--- src/common/fetch_pkg.sv ---
`default_nettype none

package fetch_pkg;

	//////////////////////////////////////////////////////////////////////
	// Word and instruction constants
	//////////////////////////////////////////////////////////////////////

	// Instruction and PC width
	localparam int WORD_W = 32;

	// One machine word, used for instructions and word addresses
	typedef logic [WORD_W-1:0] word_t;

	// All ones stops fetching until reset
	localparam word_t HALT_WORD = '1;
	// All zero, the bubble put into IF/ID on a flush
	localparam word_t NOP_WORD = '0;

	//////////////////////////////////////////////////////////////////////
	// Bundles crossing the stage boundary
	//////////////////////////////////////////////////////////////////////

	// Next-PC source select
	typedef enum logic [1:0] {
		PC_SEQ    = 2'd0,
		PC_JUMP   = 2'd1,
		PC_BRANCH = 2'd2,
		PC_REG    = 2'd3
	} pc_src_e;

	// Redirect request from later stages, sampled every cycle
	typedef struct packed {
		pc_src_e src;
		word_t   jump_target;
		word_t   branch_target;
		word_t   reg_target;
	} redirect_t;

	// Debug load port into instruction memory
	typedef struct packed {
		logic  we;
		word_t addr;
		word_t data;
	} load_t;

	// IF/ID register contents
	typedef struct packed {
		word_t instr;
		word_t pc_plus_one;
		logic  valid;
	} fetch_out_t;

	// Fetch controller states
	typedef enum logic [1:0] {
		ST_IDLE   = 2'd0,
		ST_RUN    = 2'd1,
		ST_HALTED = 2'd2
	} fetch_state_e;

endpackage

`default_nettype wire
--- src/if_id_reg.sv ---
`timescale 1ns/100ps
`default_nettype none

module if_id_reg
	import fetch_pkg::*;
(
	input  wire logic  clk,
	input  wire logic  reset,
	input  wire logic  advance,
	input  wire logic  flush,
	input  wire word_t instr,
	input  wire word_t pc_plus_one,
	output fetch_out_t if_out
);

	// Record loaded on a normal advance
	fetch_out_t fetched;

	//////////////////////////////////////////////////////////////////////
	// Candidate records
	//////////////////////////////////////////////////////////////////////

	always_comb
	begin
		fetched.instr       = instr;
		fetched.pc_plus_one = pc_plus_one;
		fetched.valid       = 1'b1;
	end

	//////////////////////////////////////////////////////////////////////
	// Pipeline register
	//////////////////////////////////////////////////////////////////////

	always_ff @(posedge clk)
	begin
		if (reset)
		begin
			if_out <= '0;
		end
		else if (flush)
		begin
			// Flush wins over advance
			// Bubble is a NOP with valid low
			if_out.instr       <= NOP_WORD;
			if_out.pc_plus_one <= '0;
			if_out.valid       <= 1'b0;
		end
		else if (advance)
		begin
			if_out <= fetched;
		end
		// Stall or idle, hold
	end

endmodule

`default_nettype wire

--- config.mk ---
export PLATFORM = sky130hd
export DESIGN_NAME = if_id_reg
export DESIGN_NICKNAME = d
export VERILOG_FILES = /design/src/common/fetch_pkg.sv /design/src/if_id_reg.sv
export SDC_FILE = /design/constraint.sdc
export NUM_CORES = 1
export LEC_CHECK = 0
export ABC_AREA = 1
export BUFFER_PORTS_ARGS = -buffer_cell sky130_fd_sc_hd__buf_4
export CORE_MARGIN = 4
export CORE_UTILIZATION = 35
export CTS_CLUSTER_SIZE = 30
export DETAILED_ROUTE_END_ITERATION = 8
export GPL_TIMING_DRIVEN = 0
export PLACE_DENSITY = 0.64
export SETUP_SLACK_MARGIN = 0.1
export SLEW_MARGIN = 15
export SYNTH_ARGS = -nofsm -noshare
export SYNTH_HDL_FRONTEND = slang
export SYNTH_SLANG_ARGS = --single-unit
--- constraint.sdc ---
create_clock -name clk -period 0.8 [get_ports clk]
set_input_delay 0.2 -clock clk [delete_from_list [all_inputs] [get_ports clk]]
set_output_delay 0.2 -clock clk [all_outputs]
set_load 0.05 [all_outputs]
# [After elaboration in Yosys (flattened, before gate mapping)]
# Index checks and enable logic that the tools add are counted.
[totals] input_bits=68 ff_bits=65 output_inout_bits=65
[classes] n_reduce_logical=1
[ops] cell="$reduce_or A2 Y1" n=1

# [Depth between registers and ports, before layout]
[depth] word_depth=1 mapped_depth=5

# [Worst setup path after synthesis]
# OpenSTA, ideal clock, no wires.
[synth_path] path_type="register -> register" startpoint="register, netlist name if_out[62]" endpoint="register if_out[62] (netlist bit)" setup_ns=0.064 period_less_slack_ns=0.858 path_stages_with_launch=3 n_path_buf=0 setup_slack_ns=-0.058 arrival_time_ns=0.794 required_time_ns=0.736 path_cell_list="dfxtp_1 -> nor2_1 -> nor2_1"
[synth_lines] element="to (signal assigned)" line="if_id_reg.sv:50" rtl="if_out <= fetched;"
[synth_lines] element="to (decl)" line="if_id_reg.sv:13" rtl="output fetch_out_t if_out"

# [Worst setup path after layout]
[layout_path] startpoint="register if_out[17] (netlist bit)" endpoint="output port if_out[17] (netlist bit)"
# No word-level cell between the ends.

==> run_results.csv <==
group,metric,value,unit
yosys,synth_top_area_share,49.0,%
die,die_area,9040,µm²
critical_path,crit_fanout,2,
critical_path,max_stage_delay,0.36,ns
timing,setup_viol,65,
place,place.gp.congestion,0.796,
critical_path,criticalPathCategory,"reg2out",
final_layout,max_flop_register,"if_out",
yosys,ys_seq_area_share,49.0,%
routing,drcViolationCount,0,
die,coreArea,7330,µm²
timing,fin_hold_ws,0.149,ns
global_route,grt_max_degree,11,
yosys,synth_flop_cell,"dfxtp_1",
critical_path,path_cells,"buf_8",
cts,cts_tree,"done",
timing,worst_pin_slew,0.192,ns
outcome,status,"finished, violations left",
yosys,ys_seq_elements,65,
die,start_util,36.2,%
final_layout,reg_top3,"if_out (65)",
critical_path,critPathCaptureType,"output port",
routing,finalWirelength,7280,µm
final_layout,area_growth,73.5,%
timing,drv_slew,0,
yosys,synth_common_cells,"nor2_1, nand2_1, dfxtp_1",
timing,grt_setup_unrepaired,"true",
cts,ctsLongestPathBuffers,2,
yosys,syn_area_per_cell,6.51,µm²
yosys,yosysMostFrequentCell,"nor2_1",
final_layout,postLayoutCoreUtil,62.8,%
yosys,async_flop_share,0,%
die,die_h,95.1,µm
yosys,synthCells,408,
critical_path,start_kind,"flop",
yosys,synth_edf_count,0,
final_layout,largest_reg_flops,65,
critical_path,crit_family,"flip-flops",
yosys,synthesis.area,2660,µm²
final_layout,nFillCells,668,
timing,final-hold-violation-count,0,
final_layout,layout-drive-gt1-share,41.9,%
place,dp_slack,-0.197,ns
global_route,overflow,0,
timing,min_period,1.04,ns
yosys,synth.distinct_cells,8,
routing,routedWlPerCell,11.1,µm
pwr,p_per_area,1740,nW/µm²
timing,fin_skew,0,ns
timing,max_freq,965,MHz
die,die_w,95.1,µm
cts,cts.root.buffer_cell,"clkbuf_8",
global_route,grt_pass1_wl,11800,µm
cts,cts_hold_buf,0,
critical_path,arrival,0.84,ns
timing,worst_slack,-0.237,ns
critical_path,worst_path_max_delay_cell,"dfxtp_2",
place,portBuffers,131,
yosys,synth_largest_area_cell,"dfxtp_1",
cts,clk_latency,0.33,ns
timing,tns,-14.44,ns
min_path,hold_path_class,"in2reg",
yosys,ys_warn_count,0,
cts,htreeDepth,3,
global_route,first_global_vias,2672,
global_route,antenna_found_initial,0,
final_layout,diodes,0,
routing,ant_nets,0,
cts,clkTransAtPathRegs,0.07,ns
cts,cts_sinks,65,
die,rows,31,
timing,relSlewSlack,87.2,%
yosys,syn_nets,476,
pwr,ir_drop,0.00147,V
final_layout,instances_no_fill,655,
run,timing.max_cap.violations,0,
final_layout,nNetsFinal,619,
outcome,violations,"setup timing",
yosys,synthTopCellsByArea,"dfxtp_1, nor2_1, nand2_1, inv_1, buf_2",
routing,viasPerCell,4.11,
cts,cts_inserted_buffers,9,
pwr,leakagePower,2.41,nW
routing,dr.pass1.iters,4,
critical_path,required,0.60,ns
global_route,grt_use_total,16.8,%
critical_path,path_buf_inv,1,
routing,vias,2692,
timing,post-route-period-util,130,%
die,io_pins,133,
routing,drt_iter0_markers,55,
place,dpl.hpwl,5180,µm
place,dp.cells,638,
final cells by class:
cell class              instances  area [µm²]  area share (%)
clock inverters                 3        40.0           0.869
inverters                      64         240            5.21
plain buffers                  21         216            4.70
clock buffers                  13         149            3.23
multi-input cells             258         987            21.4
well taps                      99         124            2.69
flip-flops and latches         65        1380            30.0
repair buffers                132        1470            31.9
metal layers:
layer	GRT usage, %	wire length [µm]	share of wire [%]	up-vias
met3	9.23	794	11	8
met4	4.33	68	0.93	0
met1	18.1	2900	40	1161
met2	28.5	3510	48	84
li1	-	-	-	1439
met5	0	0	0	-
stage by stage:
step | area (µm²) | power, mW
CTS | 4570 | 8.10
global placement | 3920 | 5.13
global route | 4610 | 8.42
floorplan | 2820 | 4.56
finish | 4610 | 8.01
detailed placement | 3920 | 5.15
path summary, 6_finish.rpt:
path / startpoint / depth (start not counted) / end / slack, ns
worst min-delay path: instr[18] / 5 / if_out[51]$_SDFFE_PP0P_ / 0.15
worst max register to register: if_out[39]$_SDFFE_PP0P_ / 3 / if_out[39]$_SDFFE_PP0P_ / 0.12
worst max-delay path: if_out[17]$_SDFFE_PP0P_ / 1 / if_out[17] / -0.24
worst min register to register: if_out[0]$_SDFFE_PP0P_ / 1 / if_out[0]$_SDFFE_PP0P_ / 0.47
cell families after synthesis:
kind of cell	Yosys count	share of synthesized area, %
AO/OA/AOI/OAI	1	0.283
AND/OR/NAND/NOR	257	36.3
buffers and inverters	85	14.4
flip-flops	65	49.0
placed cells by master, fill, tap and decap left out, drive strengths merged:
cell type and instances:
o21a 1, dfxtp 65, clkbuf 13, nor2 129
buf 153, nand2 128, clkinv 2, bufinv 1
inv 64
tightest hold or removal path, delay by kind of cell:
kind | cells | cell delay (ns)
buffers and inverters | 2 | 0.11
AND/OR/NAND/NOR | 3 | 0.14
power breakdown:
group | internal (mW) | switching, mW
combinational | 0.822 | 0.960
sequential | 3.41 | 0.122
clock | 1.52 | 1.18
total | 5.75 | 2.27
timing repair:
| action | CTS | global route |
|---|---|---|
| endpoints found under the hold margin | 0 | 0 |
| setup endpoints to repair | 65 | 66 |
| resized for setup | 121 | 9 |
| buffers inserted | 0 | 1 |
Power figures use the tool's default switching activity.
