--- config.mk ---
export PLATFORM = sky130hd
export DESIGN_NAME = pc_counter
export DESIGN_NICKNAME = d
export VERILOG_FILES = /design/src/common/fetch_pkg.sv /design/src/fetch/pc_counter.sv
export SDC_FILE = /design/constraint.sdc
export NUM_CORES = 1
export LEC_CHECK = 0
export BUFFER_PORTS_ARGS = -buffer_cell sky130_fd_sc_hd__buf_2
export CORE_MARGIN = 3
export CORE_UTILIZATION = 35
export CTS_CLUSTER_DIAMETER = 30
export DETAILED_ROUTE_END_ITERATION = 8
export HOLD_SLACK_MARGIN = 0.02
export PLACE_DENSITY_LB_ADDON = 0.08
export SLEW_MARGIN = 10
export SYNTH_ARGS = -nofsm -noshare
export SYNTH_HDL_FRONTEND = slang
export SYNTH_SLANG_ARGS = --single-unit
--- constraint.sdc ---
create_clock -name clk -period 3.5 [get_ports clk]
set_input_delay 0.35 -clock clk [delete_from_list [all_inputs] [get_ports clk]]
set_output_delay 0.35 -clock clk [all_outputs]
set_load 0.1 [all_outputs]
--- src/common/fetch_pkg.sv ---
`default_nettype none

package fetch_pkg;

	//////////////////////////////////////////////////////////////////////
	// Word and instruction constants
	//////////////////////////////////////////////////////////////////////

	// Instruction and PC width
	localparam int WORD_W = 32;

	// One machine word, used for instructions and word addresses
	typedef logic [WORD_W-1:0] word_t;

	// All ones stops fetching until reset
	localparam word_t HALT_WORD = '1;
	// All zero, the bubble put into IF/ID on a flush
	localparam word_t NOP_WORD = '0;

	//////////////////////////////////////////////////////////////////////
	// Bundles crossing the stage boundary
	//////////////////////////////////////////////////////////////////////

	// Next-PC source select
	typedef enum logic [1:0] {
		PC_SEQ    = 2'd0,
		PC_JUMP   = 2'd1,
		PC_BRANCH = 2'd2,
		PC_REG    = 2'd3
	} pc_src_e;

	// Redirect request from later stages, sampled every cycle
	typedef struct packed {
		pc_src_e src;
		word_t   jump_target;
		word_t   branch_target;
		word_t   reg_target;
	} redirect_t;

	// Debug load port into instruction memory
	typedef struct packed {
		logic  we;
		word_t addr;
		word_t data;
	} load_t;

	// IF/ID register contents
	typedef struct packed {
		word_t instr;
		word_t pc_plus_one;
		logic  valid;
	} fetch_out_t;

	// Fetch controller states
	typedef enum logic [1:0] {
		ST_IDLE   = 2'd0,
		ST_RUN    = 2'd1,
		ST_HALTED = 2'd2
	} fetch_state_e;

endpackage

`default_nettype wire
--- src/fetch/pc_counter.sv ---
`timescale 1ns/100ps
`default_nettype none

module pc_counter
	import fetch_pkg::*;
#(
	parameter int MEM_DEPTH = 2048
) (
	input  wire logic      clk,
	input  wire logic      reset,
	input  wire logic      advance,
	input  wire redirect_t redirect,
	output word_t          pc,
	output word_t          pc_plus_one
);

	// Index width of the instruction memory
	localparam int ADDR_W = (MEM_DEPTH > 1) ? $clog2(MEM_DEPTH) : 1;

	// Selected target before wrapping
	word_t target;
	// Target folded into the memory range
	word_t pc_next;

	//////////////////////////////////////////////////////////////////////
	// Next address selection
	//////////////////////////////////////////////////////////////////////

	// Word addressed, so sequential is plus one
	assign pc_plus_one = pc + word_t'(1);

	always_comb
	begin
		case (redirect.src)
			// Unconditional jump
			PC_JUMP:
			begin
				target = redirect.jump_target;
			end
			// Taken branch
			PC_BRANCH:
			begin
				target = redirect.branch_target;
			end
			// Jump through register
			PC_REG:
			begin
				target = redirect.reg_target;
			end
			// Plain sequential fetch
			default:
			begin
				target = pc_plus_one;
			end
		endcase
	end

	// Keep only the low index bits so the PC wraps within memory
	assign pc_next = word_t'(target[ADDR_W-1:0]);

	//////////////////////////////////////////////////////////////////////
	// PC register
	//////////////////////////////////////////////////////////////////////

	always_ff @(posedge clk)
	begin
		if (reset)
		begin
			pc <= '0;
		end
		else if (advance)
		begin
			// Moves only when the controller lets the stage advance
			pc <= pc_next;
		end
	end

endmodule

`default_nettype wire

# == Word-level counts from Yosys, hierarchy flattened ==
# Cells that the tools add are included.
# word_totals
register_bits,11
output_inout_bits,64
inputBits,101
# op_classes
mux,1
eq_ne,3
n_addsub,1
# op_table
op,count
case mux 11 bit (3 select lines),1
"adder 11 x 1 -> 12 bit, second input constant",1
"equality test 2 bit, second input constant",2
"equality test 2 x 1 -> 1 bit, second input constant",1

# == Depth between registers and ports, before layout ==
# Gate-level depths: netlist of the first run.
# logic_depth
ltp_word,2
depth_mapped,6
depth_no_buf,5

# == Worst setup path after synthesis of the first run ==
# OpenSTA, ideal clock, no wires.
# synth_timing
kind,flip-flop to output port
startpoint,register pc[0]
endpoint,output port pc_plus_one[10]
path_buffers,0
arrival_ns,3.431
path_stages_with_launch,5
setup_slack_ns,-0.281
cell_sequence,dfxtp_1 -> ha_1 -> nand3_2 -> nor4_2 -> xor2_1
# synth_via
elab_chain_cells,1
# synth_lines
element,line,rtl
start: declaration,pc_counter.sv:13,"output word_t pc,"
start signal: assignment,pc_counter.sv:74,pc <= pc_next;
adder 11 x 1 -> 12 bit,pc_counter.sv:30,assign pc_plus_one = pc + word_t'(1);
end: declaration,pc_counter.sv:14,output word_t pc_plus_one
# Every way passes these cells.

# == Worst setup path in the final report of the first run ==
# Same ends and word-level chain as after synthesis.

==> flow_summary_export.csv, run 1 <==
group,metric,value,unit
outcome,run_status,"complete, no violations",
final_layout,n_antenna_cell,0,
clock_tree,htree_levels,1,
sta,fin_crit_sh,0.765,
synthesis,synth_cells,159,
final_layout,syn2layout_area_growth,16.7,%
final_layout,stdcell_count,260,
floorplanning,dieArea,4530,um^2
sta,tns,0,ns
detailed_routing,vias,1208,
synthesis,synthesis.area,1320,um^2
placement,place_inst,256,
detailed_routing,dr.pass1.iters,4,
sta,relSlewSlack,0.662,
clock_tree,postCtsSetupRepairBufs,0,
synthesis,synth.area.mux_share,0.157,
critical_path,critPathArrivalTime,2.33,ns
synthesis,yosys.area_share.simple,0.138,
pwr,total_leakage_power,0.804,nW
global_route,antenna_found_initial,0,
placement,hpwl,2.64,mm
clock_tree,clock-sinks,11,
detailed_routing,wl_per_cell,12.8,um
floorplanning,start_util,0.379,
synthesis,synthAdderAreaFrac,0.00951,
pwr,seqPwrFrac,0.206,
critical_path,slowest_stage,"nor4_2",
detailed_routing,drt-vias-per-instance,4.65,
flow_run,cap_violations,0,
synthesis,synth_top_family_by_area,"buffers and inverters",
sta,fin_ws,0.824,ns
sta,hold_ws,0.400,ns
sta,final-hold-violation-count,0,
global_route,grt_start_max_net_pins,19,
clock_tree,cts_buffer_depth,2,
global_route,grt_pass1_wl,4.82,mm
floorplanning,fp.coreArea,3470,um^2
global_route,grtUsageTotal,0.140,
detailed_routing,drt_drc_violations_left,0,
detailed_routing,postRouteAntennaNets,0,
global_route,grt_pass1_vias,1101,
clock_tree,numCtsBuffers,3,
sta,tightest_slew,0.503,ns
pwr,clockPowerShare,0.180,
critical_path,crit_fanout,8,
synthesis,synth_xor_area_frac,0.0599,
sta,final-setup-viol-count,0,
sta,grt_setup_unrepaired,"no",
floorplanning,ios,165,
synthesis,ys_seq_elements,11,
sta,clock.fmax,0.374,GHz
placement,io_buffers,60,
critical_path,start_kind,"flop",
final_layout,final_nets,317,
critical_path,path_cells,"ha_1, nand3_2, nor4_2, xor2_2, buf_2",
final_layout,top_regs,"pc x11",
floorplanning,die_w,67.3,um
pwr,powerDensity,480,nW/um^2
pwr,p_int,0.279,mW
detailed_routing,detail_route.iter0.violations,34,
synthesis,synth_compound_area_frac,0.177,
sta,layout_min_cycle_time,2.68,ns
critical_path,crit_type,"reg2out",
clock_tree,clock-root-buffer,"clkbuf_8",
synthesis,synth-seq-area-share,0.167,
critical_path,cp-end-kind,"output pin",
pwr,combinationalPowerShare,0.614,
placement,dp_worst_setup_slack,1.08,ns
synthesis,synth_cell_types,43,
floorplanning,die_y,67.3,um
global_route,gr-total-overflow,0,
floorplanning,rows,21,
synthesis,ys_warn_count,0,
synthesis,ys.flop_type,"dfxtp_1",
clock_tree,path_clk_slew,0.05,ns
pwr,switchingPower,0.457,mW
clock_tree,ctsHoldBuffers,0,
critical_path,cp_slowest_stage_delay,0.50,ns
final_layout,largest_register,"pc",
critical_path,critical_path_buf_inv_count,1,
sta,fin_skew,0.00288,ns
sta,slew_violations,0,
critical_path,critPathTopFamily,"simple AND/OR/NAND/NOR gates",
clock_tree,cts_resized,0,
critical_path,critPathRequiredTime,3.15,ns
final_layout,drive_gt1_frac,0.360,
min_path,hp-class,"in2reg",
clock_tree,clk_latency,0.24,ns
pwr,ir_worst_vdd,0.195,mV
placement,gp_congestion,0.782,
detailed_routing,wl,3.34,mm
synthesis,synth_area_per_cell,8.27,um^2
pwr,p_sw_frac,0.621,
synthesis,async_flop_share,0,
clock_tree,cts_tree,"built",
final_layout,largest_register_ff_count,11,
synthesis,synth-edff-count,0,
==> worst paths after layout <==
check / startpoint / end / slack [ns] / depth (start not counted)
worst max-delay path: pc[0] / pc_plus_one[10] / 0.82 / 5
worst min-delay path: reset / pc[10] / 0.40 / 2
worst max register to register: pc[0] / pc[10] / 1.51 / 5
worst min register to register: pc[8] / pc[8] / 0.52 / 2
==> area by class of cell <==
| class | instances | area [um^2] |
|---|---|---|
| Multi-Input combinational cell | 133 | 888 |
| Sequential cell | 11 | 220 |
| Clock buffer | 4 | 45.0 |
| Inverter | 6 | 22.5 |
| Tap cell | 46 | 57.6 |
| Timing Repair Buffer | 60 | 300 |
| Fill cell | 373 | 1930 |
==> per-stage QoR <==
stage | utilization | total power [mW] | instance area [um^2]
finish | 0.442 | 0.736 | 1530
global route | 0.442 | 0.765 | 1530
CTS | 0.442 | 0.738 | 1530
detailed placement | 0.429 | 0.606 | 1490
global placement | 0.429 | 0.604 | 1490
floorplan | - | 0.593 | 1490
==> Yosys cell counts (2+ instances only) <==
library cell  instances  area, um^2
a211oi_1              2        15.0
a21oi_1               6        30.0
a221o_1               2        20.0
a22o_1                3        26.3
a32o_1                3        30.0
and3_1                3        18.8
buf_2                 2        10.0
buf_4                41         308
buf_6                 2        22.5
clkbuf_1              2        7.51
dfxtp_1              11         220
inv_1                 6        22.5
mux2_2                5        56.3
mux2i_1               6        60.1
mux4_1                2        52.6
nand2_1               9        33.8
nand3_1               3        15.0
nor2_1                7        26.3
nor2b_1               3        18.8
nor3_1                3        15.0
o21a_1                2        15.0
o21ai_0               6        30.0
o31ai_1               2        15.0
or3_1                 2        12.5
xnor2_1               4        35.0
xor2_1                5        43.8
==> per-layer routing <==
metal,routed length (um),track usage
met2,1590,0.254
met4,16,0.0304
met5,0,0
met3,342,0.0466
met1,1390,0.159
==> logic make-up (layout without fill, tap and decap cells) <==
logic type,count (synthesis),after routing
multiplexers,15,15
XOR/XNOR,9,9
other,1,41
AND/OR/NAND/NOR,35,35
buffers and inverters,55,70
adder cells (fa/ha/maj),1,1
flip-flops,11,11
AO/OA/AOI/OAI,32,32
==> power groups by stage <==
stage / Sequential, mW / Combinational [mW] / Clock [mW]
after floorplan: 0.219 / 0.374 / 0
after global placement: 0.154 / 0.450 / 0
after detailed placement: 0.154 / 0.452 / 0
after CTS: 0.152 / 0.453 / 0.134
after global routing: 0.154 / 0.469 / 0.142
final: 0.152 / 0.452 / 0.133
==> placed cells by master (no fill, tap or decap), types with 2 or more instances in the layout <==
cell,instances
or3_1,2
clkbuf_8,3
xnor2_1,3
a32o_1,3
and3_1,3
nor3_1,3
nand2_1,9
o31ai_1,2
mux4_1,2
nor2b_1,3
nand3_1,3
conb_1,41
mux2_2,5
a22o_1,3
mux2i_1,6
xor2_2,2
inv_1,6
a211oi_1,2
a21oi_1,6
nor2_1,7
a221o_1,2
o21ai_0,6
xor2_1,3
dfxtp_1,11
o21a_1,2
buf_2,60
(Power assumes the default switching activity.)
==> inputs of run 2 (changes only) <==
- CORE_UTILIZATION: 35 -> 33
- clock period: 3.5 -> 2.7 ns (I/O delays scaled with it)
==> run 2 against run 1 <==
Net effect: worst hold slack got worse by 0.086 ns; critical path type unchanged; highest routed layer unchanged; register-to-register slack worse by 0.72 ns; final area grew 5.6%; critical path depth is the same; largest cell class unchanged; non-clock buffer count rose by 1; clock skew grew 0.0013 ns; die area is 5.5% higher; first-iteration DRC count up 21%; wire length up 0.39%; setup slack worse by 0.62 ns; sequential share of layout area is 0.61 points lower; flip-flop and latch count stayed put.
==> flow_summary_export.csv, run 2 (synthesis gave the netlist of run 1 again) <==
group,metric,value,unit
outcome,run_status,"complete, no violations",
clock_tree,ctsHoldBuffers,0,
detailed_routing,postRouteAntennaNets,0,
global_route,grt_pass1_wl,5.29,mm
pwr,powerDensity,598,nW/um^2
global_route,grt_pass1_vias,1121,
min_path,hold_start,"reset",
floorplanning,die_y,69.1,um
clock_tree,htree_levels,1,
sta,grt_setup_unrepaired,"no",
clock_tree,cts_resized,0,
floorplanning,ios,165,
detailed_routing,dr.pass1.iters,4,
sta,final-setup-viol-count,0,
critical_path,start_kind,"flop",
critical_path,r2r_setup_slack,0.79,ns
final_layout,final_nets,318,
global_route,antenna_found_initial,0,
clock_tree,numCtsBuffers,3,
sta,slew_violations,0,
sta,fin_skew,0.00417,ns
min_path,whs_path_depth,2,
placement,place_inst,259,
clock_tree,clock-sinks,11,
final_layout,n_antenna_cell,0,
pwr,total_leakage_power,0.840,nW
min_path,hp-class,"in2reg",
critical_path,crit_type,"reg2out",
pwr,ir_worst_vdd,0.225,mV
flow_run,cap_violations,0,
clock_tree,postCtsSetupRepairBufs,0,
pwr,design_power_total,0.969,mW
final_layout,largest_register,"pc",
sta,tns,0,ns
final_layout,final_cell_area,1620,um^2
final_layout,postLayoutCoreUtil,0.433,
clock_tree,clock-root-buffer,"clkbuf_8",
final_layout,drive_gt1_frac,0.405,
detailed_routing,vias,1250,
sta,tightest_slew,0.545,ns
floorplanning,fp.coreArea,3740,um^2
global_route,gr-total-overflow,0,
final_layout,top_regs,"pc x11",
final_layout,layout_common_cells,"60 x buf_2, 41 x conb_1, 9 x nand2_1, 9 x dfxtp_1, 7 x nor2_1",
final_layout,layout_commonest_cell,"buf_2",
critical_path,critPathArrivalTime,2.23,ns
critical_path,crit_fanout,8,
clock_tree,cts_buffer_depth,2,
final_layout,largest_register_ff_count,11,
global_route,grtUsageTotal,0.133,
global_route,grt_start_max_net_pins,19,
placement,hpwl,2.68,mm
detailed_routing,drt-vias-per-instance,4.75,
final_layout,stdcell_count,263,
clock_tree,path_clk_slew,0.06,ns
critical_path,cp-end-kind,"output pin",
sta,clock.fmax,0.401,GHz
floorplanning,rows,22,
placement,placed_cell_area,1570,um^2
floorplanning,start_util,0.351,
placement,gp_congestion,0.792,
clock_tree,clk_latency,0.24,ns
critical_path,r2r-end,"pc[10]",
detailed_routing,wl,3.35,mm
final_layout,syn2layout_area_growth,23.2,%
critical_path,reg2regPathDepth,5,
floorplanning,dieArea,4780,um^2
sta,relSlewSlack,0.634,
floorplanning,die_w,69.1,um
detailed_routing,detail_route.iter0.violations,41,
sta,fin_crit_sh,0.924,
min_path,holdPathEnd,"pc[10]",
placement,io_buffers,60,
sta,final-hold-violation-count,0,
critical_path,r2r_start,"pc[0]",
sta,layout_min_cycle_time,2.50,ns
critical_path,critPathRequiredTime,2.43,ns
detailed_routing,wl_per_cell,12.7,um
detailed_routing,drt_drc_violations_left,0,
clock_tree,cts_tree,"built",
[run 2: cell count changes in the layout (fill, tap and decap cells not counted)]
| cell | previous run | this run |
|---|---|---|
| and3_1 | 3 | 2 |
| xor2_1 | 3 | 1 |
| dfxtp_2 | 0 | 2 |
| xnor2_1 | 3 | 0 |
| xor2_4 | 0 | 3 |
| buf_4 | 0 | 1 |
| and3_2 | 0 | 1 |
| xor2_2 | 2 | 1 |
| xnor2_2 | 1 | 4 |
| clkbuf_1 | 1 | 0 |
| clkinv_2 | 0 | 1 |
| dfxtp_1 | 11 | 9 |
[run 2: stage by stage]
stage               setup WS, ns  hold slack, ns
finish                     0.204           0.314
global route              0.0455           0.326
floorplan                 -0.381           0.501
CTS                        0.182           0.319
global placement           0.443           0.547
detailed placement         0.452           0.561
[run 2: area by class of cell]
| cell class | instances | area (um^2) |
|---|---|---|
| fillers | 396 | 2120 |
| multi-input cells | 133 | 961 |
| repair buffers | 61 | 308 |
| flip-flops and latches | 11 | 223 |
| well taps | 48 | 60.1 |
| clock buffers | 3 | 41.3 |
| inverters | 6 | 22.5 |
| clock inverters | 1 | 5.00 |
[run 2: worst max-delay path by stage]
stage	depth (start not counted)	slack, ns	endpoint	start
finish	5	0.20	pc_plus_one[10]	pc[0]
global route	5	0.05	pc_plus_one[10]	pc[0]
CTS	5	0.18	pc_plus_one[10]	pc[0]
detailed placement	5	0.45	pc_plus_one[10]	pc[0]
global placement	5	0.44	pc_plus_one[10]	pc[0]
floorplan	3	-0.38	pc_plus_one[10]	pc[3]
[run 2: worst max-delay path, stage by stage, from the launching register on]
cell and delay (ns):
dfxtp_2 0.40, ha_1 0.27, nand3_2 0.22, nor4_2 0.51, xor2_2 0.15, buf_2 0.43
[run 2: layer usage]
metal,global-route usage,wire [um],vias up
met5,0,0,-
met4,0.0390,38,0
met3,0.0321,398,4
met2,0.207,1470,86
met1,0.183,1440,563
li1,-,-,597
[run 2: power by group]
part	switching, mW	internal (mW)	leakage, nW
clock	0.0734	0.102	0.0255
sequential	0.0223	0.176	0.0914
combinational	0.507	0.0887	0.724
total	0.603	0.366	0.840
