===== src/common/fetch_pkg.sv =====
`default_nettype none

package fetch_pkg;

	//////////////////////////////////////////////////////////////////////
	// Word and instruction constants
	//////////////////////////////////////////////////////////////////////

	// Instruction and PC width
	localparam int WORD_W = 32;

	// One machine word, used for instructions and word addresses
	typedef logic [WORD_W-1:0] word_t;

	// All ones stops fetching until reset
	localparam word_t HALT_WORD = '1;
	// All zero, the bubble put into IF/ID on a flush
	localparam word_t NOP_WORD = '0;

	//////////////////////////////////////////////////////////////////////
	// Bundles crossing the stage boundary
	//////////////////////////////////////////////////////////////////////

	// Next-PC source select
	typedef enum logic [1:0] {
		PC_SEQ    = 2'd0,
		PC_JUMP   = 2'd1,
		PC_BRANCH = 2'd2,
		PC_REG    = 2'd3
	} pc_src_e;

	// Redirect request from later stages, sampled every cycle
	typedef struct packed {
		pc_src_e src;
		word_t   jump_target;
		word_t   branch_target;
		word_t   reg_target;
	} redirect_t;

	// Debug load port into instruction memory
	typedef struct packed {
		logic  we;
		word_t addr;
		word_t data;
	} load_t;

	// IF/ID register contents
	typedef struct packed {
		word_t instr;
		word_t pc_plus_one;
		logic  valid;
	} fetch_out_t;

	// Fetch controller states
	typedef enum logic [1:0] {
		ST_IDLE   = 2'd0,
		ST_RUN    = 2'd1,
		ST_HALTED = 2'd2
	} fetch_state_e;

endpackage

`default_nettype wire

===== src/fetch_ctrl.sv =====
`timescale 1ns/100ps
`default_nettype none

module fetch_ctrl
	import fetch_pkg::*;
(
	input  wire logic    clk,
	input  wire logic    reset,
	input  wire logic    start,
	input  wire logic    stall,
	input  wire pc_src_e redirect_src,
	input  wire word_t   instr,
	input  wire logic    load_we,
	output logic         advance,
	output logic         flush,
	output logic         mem_we,
	output logic         halted
);

	// Current and next controller state
	fetch_state_e state;
	fetch_state_e state_next;

	// Halt word seen at the current PC
	logic halt_fetch;
	// Running in this cycle
	logic running;

	//////////////////////////////////////////////////////////////////////
	// Decode of the fetched word and the state
	//////////////////////////////////////////////////////////////////////

	// Only place that looks for the halt word
	assign halt_fetch = (instr == HALT_WORD);
	assign running    = (state == ST_RUN);

	// Step forward unless frozen or halting
	assign advance = running && !stall && !halt_fetch;

	// Redirect kills the word in flight
	// Halt also drops a bubble into IF/ID
	assign flush = (advance && (redirect_src != PC_SEQ)) || (running && halt_fetch);

	// Debug writes only while idle, dropped otherwise
	assign mem_we = load_we && (state == ST_IDLE);

	// Level, held until reset
	assign halted = (state == ST_HALTED);

	//////////////////////////////////////////////////////////////////////
	// State machine
	//////////////////////////////////////////////////////////////////////

	always_comb
	begin
		state_next = state;
		case (state)
			// Waiting for the program load and a start pulse
			ST_IDLE:
			begin
				if (start)
				begin
					state_next = ST_RUN;
				end
			end
			// Fetching, stall or not
			ST_RUN:
			begin
				if (halt_fetch)
				begin
					state_next = ST_HALTED;
				end
			end
			// Stuck here, only reset gets out
			ST_HALTED:
			begin
				state_next = ST_HALTED;
			end
			// Unused encoding
			default:
			begin
				state_next = ST_IDLE;
			end
		endcase
	end

	always_ff @(posedge clk)
	begin
		if (reset)
		begin
			state <= ST_IDLE;
		end
		else
		begin
			state <= state_next;
		end
	end

endmodule

`default_nettype wire


===== config.mk =====
export PLATFORM = sky130hd
export DESIGN_NAME = fetch_ctrl
export DESIGN_NICKNAME = d
export VERILOG_FILES = /design/src/common/fetch_pkg.sv /design/src/fetch_ctrl.sv
export SDC_FILE = /design/constraint.sdc
export NUM_CORES = 1
export LEC_CHECK = 0
export ABC_AREA = 1
export BUFFER_PORTS_ARGS = -buffer_cell sky130_fd_sc_hd__buf_2
export CAP_MARGIN = 40
export CORE_AREA = 2 2 39 41
export DETAILED_ROUTE_END_ITERATION = 10
export DIE_AREA = 0 0 41 43
export GPL_ROUTABILITY_DRIVEN = 0
export REMOVE_ABC_BUFFERS = 1
export SYNTH_ARGS = -nofsm -noshare
export SYNTH_HDL_FRONTEND = slang
export SYNTH_SLANG_ARGS = --single-unit

===== constraint.sdc =====
create_clock -name clk -period 2.7 [get_ports clk]
set_clock_uncertainty 0.2 [all_clocks]
set_input_delay 0.135 -clock clk [delete_from_list [all_inputs] [get_ports clk]]
set_output_delay 0.135 -clock clk [all_outputs]
set_load 0.005 [all_outputs]

== Word level (Yosys, flattened, before mapping) ==
Index checks and enable logic that the tools add are counted.

* Output and inout port bits: 4
* Register bits: 2
* Input port bits: 39
* Word-level logic and storage cells: 20

* Mux-type cells: 3
* Reductions and logical operators: 11
* Eq/ne operators: 5

{| class="wikitable"
|+ Operators with widths
! cell !! count
|-
| equality test 32 bit, second input constant || 1
|-
| one-hot mux 2 bit (3 select lines) || 1
|-
| logical AND 1 bit || 5
|-
| two-way mux 2 bit || 2
|-
| inequality test 2 bit, second input constant || 2
|-
| equality test 2 x 1 -> 1 bit, second input constant || 1
|-
| equality test 2 bit, second input constant || 1
|-
| zero test 1 bit || 2
|-
| zero test 2 bit || 1
|-
| AND reduction 2 bit || 1
|-
| nonzero test 2 bit || 1
|-
| logical OR 1 bit || 1
|}

== Logic depth before layout (Yosys ltp) ==
Gate-level depths: netlist (run 1).

* Depth in word-level cells: 5
* Gate-level depth with buffers: 9
* Mapped depth without buffers: 9

== Worst setup path before layout (run 1) ==
OpenSTA, ideal clock, no wires.

* Path kind: reg2out
* Start: reg state[1]
* End: out flush
* Arrival: 0.889 ns
* Slack: 1.476 ns
* Stages on the path, launching flop included: 7
* Buffers on the path: 0
* Required time: 2.365 ns
* Cell sequence: dfxtp_1 -> inv_1 -> ha_1 -> nand2_2 -> nor2_2 -> o21ai_2 -> nand2_1

* Longest elaborated chain between the ends: 5
* Elaborated cells between the ends (all ways): 6
* Classes of those cells: 1 x eq/ne; 5 x reduce/logical

{| class="wikitable"
|+ Ends and longest elaborated chain
! element !! RTL line !! RTL
|-
| start, declared || fetch_ctrl.sv:21 || <nowiki>fetch_state_e state;</nowiki>
|-
| start signal, assigned || fetch_ctrl.sv:95 || <nowiki>state <= state_next;</nowiki>
|-
| equality test 2 x 1 -> 1 bit || fetch_ctrl.sv:35 || <nowiki>assign running = (state == ST_RUN);</nowiki>
|-
| logical AND 1 bit (2 in series) || fetch_ctrl.sv:38 || <nowiki>assign advance = running && !stall && !halt_fetch;</nowiki>
|-
| via advance || fetch_ctrl.sv:14 || <nowiki>output logic advance,</nowiki>
|-
| logical AND 1 bit || fetch_ctrl.sv:42 || <nowiki>assign flush = (advance && (redirect_src != PC_SEQ)) || (running && halt_fetch);</nowiki>
|-
| logical OR 1 bit || fetch_ctrl.sv:42 ||
|-
| end, declared || fetch_ctrl.sv:15 || <nowiki>output logic flush,</nowiki>
|}

The timed path passes the listed nets, and every way through them passes these cells.

== Worst setup path in the final report (run 1) ==
* Start: reg state[1]
* End: out flush

* Longest elaborated chain between the ends: 5
* Elaborated cells between the ends (all ways): 6
* Classes of those cells: 1 x eq/ne; 5 x reduce/logical

{| class="wikitable"
|+ Ends and longest elaborated chain
! element !! RTL line
|-
| equality test 2 x 1 -> 1 bit (*) || fetch_ctrl.sv:35
|-
| logical AND 1 bit (2 in series) || fetch_ctrl.sv:38
|-
| logical AND 1 bit || fetch_ctrl.sv:42
|-
| logical OR 1 bit (*) || fetch_ctrl.sv:42
|}

Every way passes the cells marked *; elsewhere a longest branch is shown, timed or not.

==> results.yml, run 1 <==
sta:
  drv_slew: 0
  relSlewSlack: 0.924
  tightest_slew_ns: 0.114
  finalCriticalPeriod_ns: 1.55
  max_freq_mhz: 645
  whs_ns: 0.124
  rsz0062_at_grt: "false"
  hold_viol: 0
  fin_setup_tns_ns: 0
  fin_crit_sh: 0.574
  setup_violations: 0
finish:
  final_nets: 150
  final_area_um2: 573
  largest_reg_flops: 2
  top_register: "state"
  area_delta_synth_final_pct: 84.7
  drive_gt1_frac: 0.476
  num_antenna_cells: 0
  largestRegisters: "state (2)"
drt:
  detail_route.wl_per_cell_um: 6.79
  drtIter0Drc: 4
  first_pass_iters: 2
  drt-total-wl_um: 822
  via_per_inst: 3.90
  route.vias.total: 472
  ant_nets: 0
  drc: 0
placement:
  dp.final_hpwl_um: 744
  placed_area_um2: 541
  io_buffers: 42
yosys:
  ys_seq_area_frac: 0.129
  ys_top_cells_by_count: "nand2_1, nor2_1, inv_1, ha_1"
  yosysMostFrequentCell: "nand2_1"
  ys_async_sr_fraction: 0
  synth_top_area_share: 0.315
  synth_edf_count: 0
  syn_inst: 59
  ys.flop_type: "dfxtp_1"
  synth_area_leaders: "nand2_1, ha_1, dfxtp_1, nor2_1, inv_1"
  syn_area_per_cell_um2: 5.26
  synth.distinct_cells: 10
  synth.cell_area_um2: 310
  ys_ff_latch: 2
  synth_top_cell_by_area: "nand2_1"
  synth_warnings: 0
clock_network:
  clock_path_buffers: 2
  ctsResizeCount: 0
  cts-htree-levels: 1
  cts_tree: "built"
  clk_latency_ns: 0.22
  path_clk_slew_ns: 0.03
  cts_made_buffers: 3
  root_buffer: "clkbuf_4"
  cts_sinks: 2
floorplanning:
  die_x_um: 41
  boundaryPins: 43
  dieArea_mm2: 0.00176
  coreArea_mm2: 0.00138
  die_h_um: 43
  initial_core_util: 0.224
  rows: 14
worst_setup_path:
  worstPathCellList: "inv_1 -> ha_1 -> nand2_2 -> nor2_2 -> o21ai_2 -> nand2_1 -> buf_2"
  max_stage_delay_ns: 0.31
  critPathSlowestCell: "dfxtp_1"
  arrival_ns: 1.21
  critPathMaxFanout: 5
  cp.required_ns: 2.37
  start_kind: "flop"
  worstSetupPathType: "reg2out"
  cp-end-kind: "output port"
grt:
  grt_max_degree: 6
  grt_pass1_wl_um: 1210
  antenna_found_initial: 0
  grt_overflow: 0
  grt_usage: 0.100
  grt_pass1_vias: 359
worst_hold_path:
  min-delay-path-class: "in2reg"
power_and_ir_drop:
  p_leak_nw: 0.349
  powerDensity_mw_per_mm2: 501
  ir_drop_mv: 0.264
run:
  maxCapViolCount: 0
status:
  status: "completed"
[cells in the final DEF (no fill, tap or decap), drive strengths merged]
master / n
buf: 42
nand2: 27
nor2: 13
inv: 7
ha: 4
nand3: 3
clkbuf: 3
a21oi: 2
dfxtp: 2
o21ai: 1
dlygate4sd3: 1
[worst max-delay path, delay by kind of cell (launching register included)]
kind / cells / cell delay, ns
simple gates: 3 / 0.25
buf+inv: 2 / 0.19
flops: 1 / 0.31
compound gates: 1 / 0.06
fa+ha+maj: 1 / 0.18
[cell type report]
| class | count | area, um2 |
|---|---|---|
| fill | 155 | 811 |
| clock buffer | 3 | 22.5 |
| timing repair buffer | 43 | 220 |
| multi-input combinational | 50 | 244 |
| sequential | 2 | 40.0 |
| inverter | 7 | 26.3 |
| tap | 16 | 20.0 |
[per-stage QoR]
step	std cells	util	setup WS, ns	power (mW)
3_3_place_gp	117	0.391	1.39	0.223
2_1_floorplan	59	-	1.48	0.160
3_5_place_dp	117	0.391	1.37	0.226
5_1_grt	121	0.414	1.02	0.329
4_1_cts	121	0.414	1.13	0.297
6_report	121	0.414	1.15	0.287
[cell families after synthesis]
kind of cell / Yosys count / synth area share
DFF: 2 / 0.129
buffers and inverters: 7 / 0.0847
adders and majority gates: 4 / 0.161
AOI/OAI and AO/OA: 3 / 0.0605
and+or+nand+nor: 43 / 0.565
[power by group]
part           switching, mW  total, mW  internal [mW]
combinational         0.0892      0.171         0.0814
sequential           0.00963     0.0528         0.0432
clock                 0.0150     0.0638         0.0489
total                  0.114      0.287          0.173
[per-layer routing]
| metal | wire [um] | vias to the layer above | global-route usage | share of wire |
|---|---|---|---|---|
| met2 | 371 | 23 | 0.163 | 0.45 |
| met3 | 130 | 0 | 0.0314 | 0.16 |
| met5 | 0 | - | 0 | 0 |
| met4 | 0 | 0 | 0.0600 | 0 |
| li1 | - | 269 | - | - |
| met1 | 320 | 180 | 0.105 | 0.39 |
[path summary, 6_finish.rpt]
kind	from	cells past startpoint	endpoint	slack [ns]
setup / recovery	state[1]	7	flush	1.15
hold / removal	start	5	state[0]	0.12
setup reg to reg	state[0]	6	state[1]	1.41
hold reg to reg	state[1]	2	state[1]	0.32
[repair_timing]
action,4_1_cts,5_1_grt
endpoints found under the hold margin,2,0
setup buffers,0,0
hold buffers,1,0
Power figures use the tool's default switching activity.
==> run 2, diff against run 1 <==
==> constraint.sdc (replaced) <==
create_clock -name clk -period 1.5 [get_ports clk]
set_clock_uncertainty 0.2 [all_clocks]
set_input_delay 0.075 -clock clk [delete_from_list [all_inputs] [get_ports clk]]
set_output_delay 0.075 -clock clk [all_outputs]
set_load 0.005 [all_outputs]
==> run 2 against run 1 <==
- count of clock-buffer cells in the layout did not move
- largest power group unchanged
- via count rose by 2.3%
- routed wire length rose by 3.8%
==> results.yml, run 2 (same netlist as run 1, synthesis figures left out) <==
worst_setup_path:
  cp.required_ns: 1.22
  worstSetupPathType: "reg2out"
  critPathMaxFanout: 5
  start_kind: "flop"
  reg2regPathDepth: 6
  arrival_ns: 1.12
  cp-end-kind: "output port"
clock_network:
  cts-htree-levels: 1
  clock_path_buffers: 2
  post_cts_buffers: 0
  clk_latency_ns: 0.22
  path_clk_slew_ns: 0.03
  cts_sinks: 2
  cts_tree: "built"
  cts_made_buffers: 3
  root_buffer: "clkbuf_4"
grt:
  grt_max_degree: 6
  grt_pass1_vias: 400
  grt_pass1_wl_um: 1320
  antenna_found_initial: 0
  grt_overflow: 0
  grt_usage: 0.112
finish:
  num_antenna_cells: 0
  top_register: "state"
  final_common_cell: "buf_2"
  final_nets: 150
  drive_gt1_frac: 0.514
  final_util: 0.434
  largestRegisters: "state (2)"
  area_delta_synth_final_pct: 93.5
  nFillCells: 156
  largest_reg_flops: 2
  final_cell_mix: "buf_2, nand2_1, nor2_1"
placement:
  dp.final_hpwl_um: 754
  io_buffers: 42
drt:
  ant_nets: 0
  drtIter0Drc: 0
  route.vias.total: 483
  met3WireLength_um: 120
  detail_route.wl_per_cell_um: 7.05
  met1_length_um: 323
  drc: 0
  dr_wl_met2_um: 409
  drt-total-wl_um: 853
  dr.max_layer_used: "met3"
  via_per_inst: 3.99
  first_pass_iters: 1
power_and_ir_drop:
  combPwrFrac: 0.599
  switching_share: 0.407
  powerDensity_mw_per_mm2: 950
  p_leak_nw: 0.352
  seq_power_share: 0.196
  p_int_mw: 0.338
  ir_drop_mv: 0.587
  p_switching_mw: 0.232
  share_clk_of_total_power: 0.204
status:
  status: "completed"
floorplanning:
  coreArea_mm2: 0.00138
  dieArea_mm2: 0.00176
  boundaryPins: 43
  die_x_um: 41
  rows: 14
  die_h_um: 43
  initial_core_util: 0.224
sta:
  rsz0062_at_grt: "false"
  fin_setup_tns_ns: 0
  max_freq_mhz: 717
  drv_slew: 0
  whs_ns: 0.0717
  fin_crit_sh: 0.929
  setup_violations: 0
  finalCriticalPeriod_ns: 1.39
  tightest_slew_ns: 0.132
  relSlewSlack: 0.912
  hold_viol: 0
worst_hold_path:
  min-delay-path-class: "in2reg"
  holdPathStages: 5
run:
  maxCapViolCount: 0
## run 2: cell types whose count changed in the layout (fill, tap and decap cells not counted)
cell     delta
dfxtp_2     +2
nand2_4     +1
ha_1        -1
inv_4       +1
inv_1       -1
nor2_2      -1
nor2_4      +1
nand2_2     -1
dfxtp_1     -2
ha_4        +1
## run 2: layout make-up
class | instances | area (um2) | area share
inverters | 7 | 28.8 | 0.0479
multi-input cells | 50 | 267 | 0.444
well taps | 16 | 20.0 | 0.0333
clock buffers | 3 | 22.5 | 0.0375
repair buffers | 43 | 220 | 0.367
flip-flops and latches | 2 | 42.5 | 0.0708
## run 2: worst paths after layout
path | from | endpoint | slack, ns
hold reg to reg | state[1] | state[1] | 0.32
setup reg to reg | state[0] | state[0] | 0.19
setup / recovery | state[1] | flush | 0.11
hold / removal | start | state[1] | 0.07
## run 2: metrics by stage
stage | power [mW] | cells | worst slack (ns) | instance area [um2]
6_report | 0.570 | 121 | 0.106 | 601
5_1_grt | 0.643 | 121 | 0.0108 | 601
4_1_cts | 0.566 | 121 | 0.0213 | 591
3_5_place_dp | 0.404 | 117 | 0.193 | 541
3_3_place_gp | 0.394 | 117 | 0.212 | 541
2_1_floorplan | 0.289 | 59 | 0.321 | 310
## run 2: what timing repair did
item / 4_1_cts / 5_1_grt
endpoints found under the setup margin: 1 / 1
hold buffers: 1 / 0
pin swaps: 1 / 1
cloned: 0 / 0
hold endpoints to repair: 2 / 0
resized for setup: 4 / 4
## run 2: critical path, stage by stage (launching register included)
cell and delay [ns]:
dfxtp_2 0.35, inv_4 0.05, ha_4 0.16, nand2_4 0.09
nor2_4 0.04, o21ai_2 0.04, nand2_1 0.05, buf_2 0.12
## run 2: layer usage
layer  GRT usage  up-vias
met5           0        -
met4       0.100        0
met3      0.0314        0
met2       0.181       23
met1       0.106      190
li1            -      270
## run 2: power by group through the flow
stage                     Clock (mW)  Sequential [mW]  Combinational, mW
after floorplan                    0           0.0920              0.197
after global placement             0           0.0949              0.300
after detailed placement           0           0.0954              0.308
final                          0.117            0.112              0.342
after global routing           0.134            0.115              0.394
after CTS                      0.125            0.103              0.338
==> run 3, diff against run 2 <==
--- a/config.mk
+++ b/config.mk
@@ -8,10 +8,13 @@
 export ABC_AREA = 1
 export BUFFER_PORTS_ARGS = -buffer_cell sky130_fd_sc_hd__buf_2
 export CAP_MARGIN = 40
-export CORE_AREA = 2 2 39 41
+export CELL_PAD_IN_SITES_DETAIL_PLACEMENT = 0
+export CELL_PAD_IN_SITES_GLOBAL_PLACEMENT = 1
+export CORE_MARGIN = 1.5
+export CORE_UTILIZATION = 15
 export DETAILED_ROUTE_END_ITERATION = 10
-export DIE_AREA = 0 0 41 43
 export GPL_ROUTABILITY_DRIVEN = 0
+export PLACE_DENSITY_LB_ADDON = 0.1
 export REMOVE_ABC_BUFFERS = 1
 export SYNTH_ARGS = -nofsm -noshare
 export SYNTH_HDL_FRONTEND = slang
==> run 3 against run 2 <==
- global-route usage shrank 2.1 points
- final cell count grew 9.1%
- non-clock buffer count unchanged
- count of clock-buffer cells in the layout unchanged
- via count is 3.7% lower
==> results.yml, run 3 (same netlist as run 1, synthesis figures left out) <==
sta:
  rsz0062_at_grt: "true"
  hold_viol: 0
  drv_slew: 0
  setup_violations: 0
  fin_setup_tns_ns: 0
  setup_slack_ns: 0.0836
  fin_crit_sh: 0.944
  tightest_slew_ns: 0.139
  max_freq_mhz: 706
  relSlewSlack: 0.907
  finalCriticalPeriod_ns: 1.42
floorplanning:
  die_h_um: 48.5
  boundaryPins: 43
  dieArea_mm2: 0.00235
  coreArea_mm2: 0.00196
  die_x_um: 48.5
  initial_core_util: 0.158
  rows: 16
drt:
  drt-total-wl_um: 896
  route.vias.total: 465
  ant_nets: 0
  drc: 0
  drtIter0Drc: 6
  first_pass_iters: 3
  detail_route.wl_per_cell_um: 6.79
  via_per_inst: 3.52
placement:
  dp.final_hpwl_um: 787
  dp_cells: 128
  placed_area_um2: 554
  io_buffers: 42
  place_ws_ns: 0.179
worst_setup_path:
  start_kind: "flop"
  worstSetupPathType: "reg2out"
  arrival_ns: 1.14
  critPathMaxFanout: 5
  cp-end-kind: "output port"
  cp.required_ns: 1.22
finish:
  final_cell_mix: "buf_2, nand2_1, nor2_1"
  num_antenna_cells: 0
  final_nets: 150
  final_common_cell: "buf_2"
  largestRegisters: "state (2)"
  area_delta_synth_final_pct: 97.2
  final_area_um2: 612
  layoutNonFillerInstCount: 132
  drive_gt1_frac: 0.514
  largest_reg_flops: 2
  top_register: "state"
power_and_ir_drop:
  combPwrFrac: 0.599
  powerDensity_mw_per_mm2: 922
  share_clk_of_total_power: 0.208
  switching_share: 0.404
  p_int_mw: 0.336
  p_switching_mw: 0.228
  seq_power_share: 0.194
  ir_drop_mv: 0.615
  power_mw: 0.564
  p_leak_nw: 0.351
clock_network:
  path_clk_slew_ns: 0.03
  cts_tree: "built"
  cts-htree-levels: 1
  post_cts_buffers: 0
  cts_sinks: 2
  clock_path_buffers: 2
  clk_latency_ns: 0.22
  root_buffer: "clkbuf_4"
  cts_made_buffers: 3
grt:
  grt_overflow: 0
  grt_pass1_vias: 446
  grt_pass1_wl_um: 1680
  grt_usage: 0.0912
  antenna_found_initial: 0
  grt_max_degree: 6
status:
  status: "completed"
run:
  maxCapViolCount: 0
worst_hold_path:
  min-delay-path-class: "in2reg"
==> run 3: cell counts in the layout (fill, tap and decap cells not counted) <==
Identical to the previous run, type by type.
==> run 3: worst paths after layout <==
path	from	endpoint	slack (ns)	cells past startpoint
setup reg to reg	state[0]	state[1]	0.22	6
hold reg to reg	state[1]	state[1]	0.30	2
hold / removal	start	state[1]	0.07	5
setup / recovery	state[1]	flush	0.08	7
==> run 3: per-layer routing <==
metal	part of all wire	wire length, um	up-vias	GRT usage
met2	0.46	411	23	0.146
met4	0	0	0	0.0714
met1	0.44	394	172	0.0987
met3	0.10	90	0	0.0309
li1	-	-	270	-
met5	0	0	-	0
==> run 3: power groups by stage <==
stage               clock network, mW  logic, mW  registers (mW)
global placement                    0      0.310          0.0956
floorplan                           0      0.197          0.0920
CTS                             0.127      0.346           0.105
global route                    0.138      0.413           0.115
finish                          0.117      0.338           0.109
detailed placement                  0      0.307          0.0971
==> run 3: layout make-up <==
class,count,area [um2]
inverter,7,26.3
sequential,2,42.5
fill,242,1350
clock buffer,3,22.5
multi-input combinational,50,267
timing repair buffer,43,220
tap,27,33.8
==> run 3: what timing repair did <==
item	CTS	global route
hold buffers	1	0
resized for setup	5	2
endpoints found under the hold margin	2	0
endpoints found under the setup margin	1	2
pin swaps	0	0
==> run 3: worst max-delay path, cell delays in order (launching register included) <==
cell	delay [ns]
dfxtp_2	0.32
inv_2	0.08
ha_4	0.14
nand2_4	0.07
nor2_4	0.09
o21ai_2	0.06
nand2_1	0.05
buf_2	0.11
==> run 3: metrics by stage <==
step	util	hold WS [ns]
2_1_floorplan	-	-0.0204
4_1_cts	0.311	0.0707
6_report	0.312	0.0708
5_1_grt	0.312	0.125
3_3_place_gp	0.283	0.126
3_5_place_dp	0.283	0.132
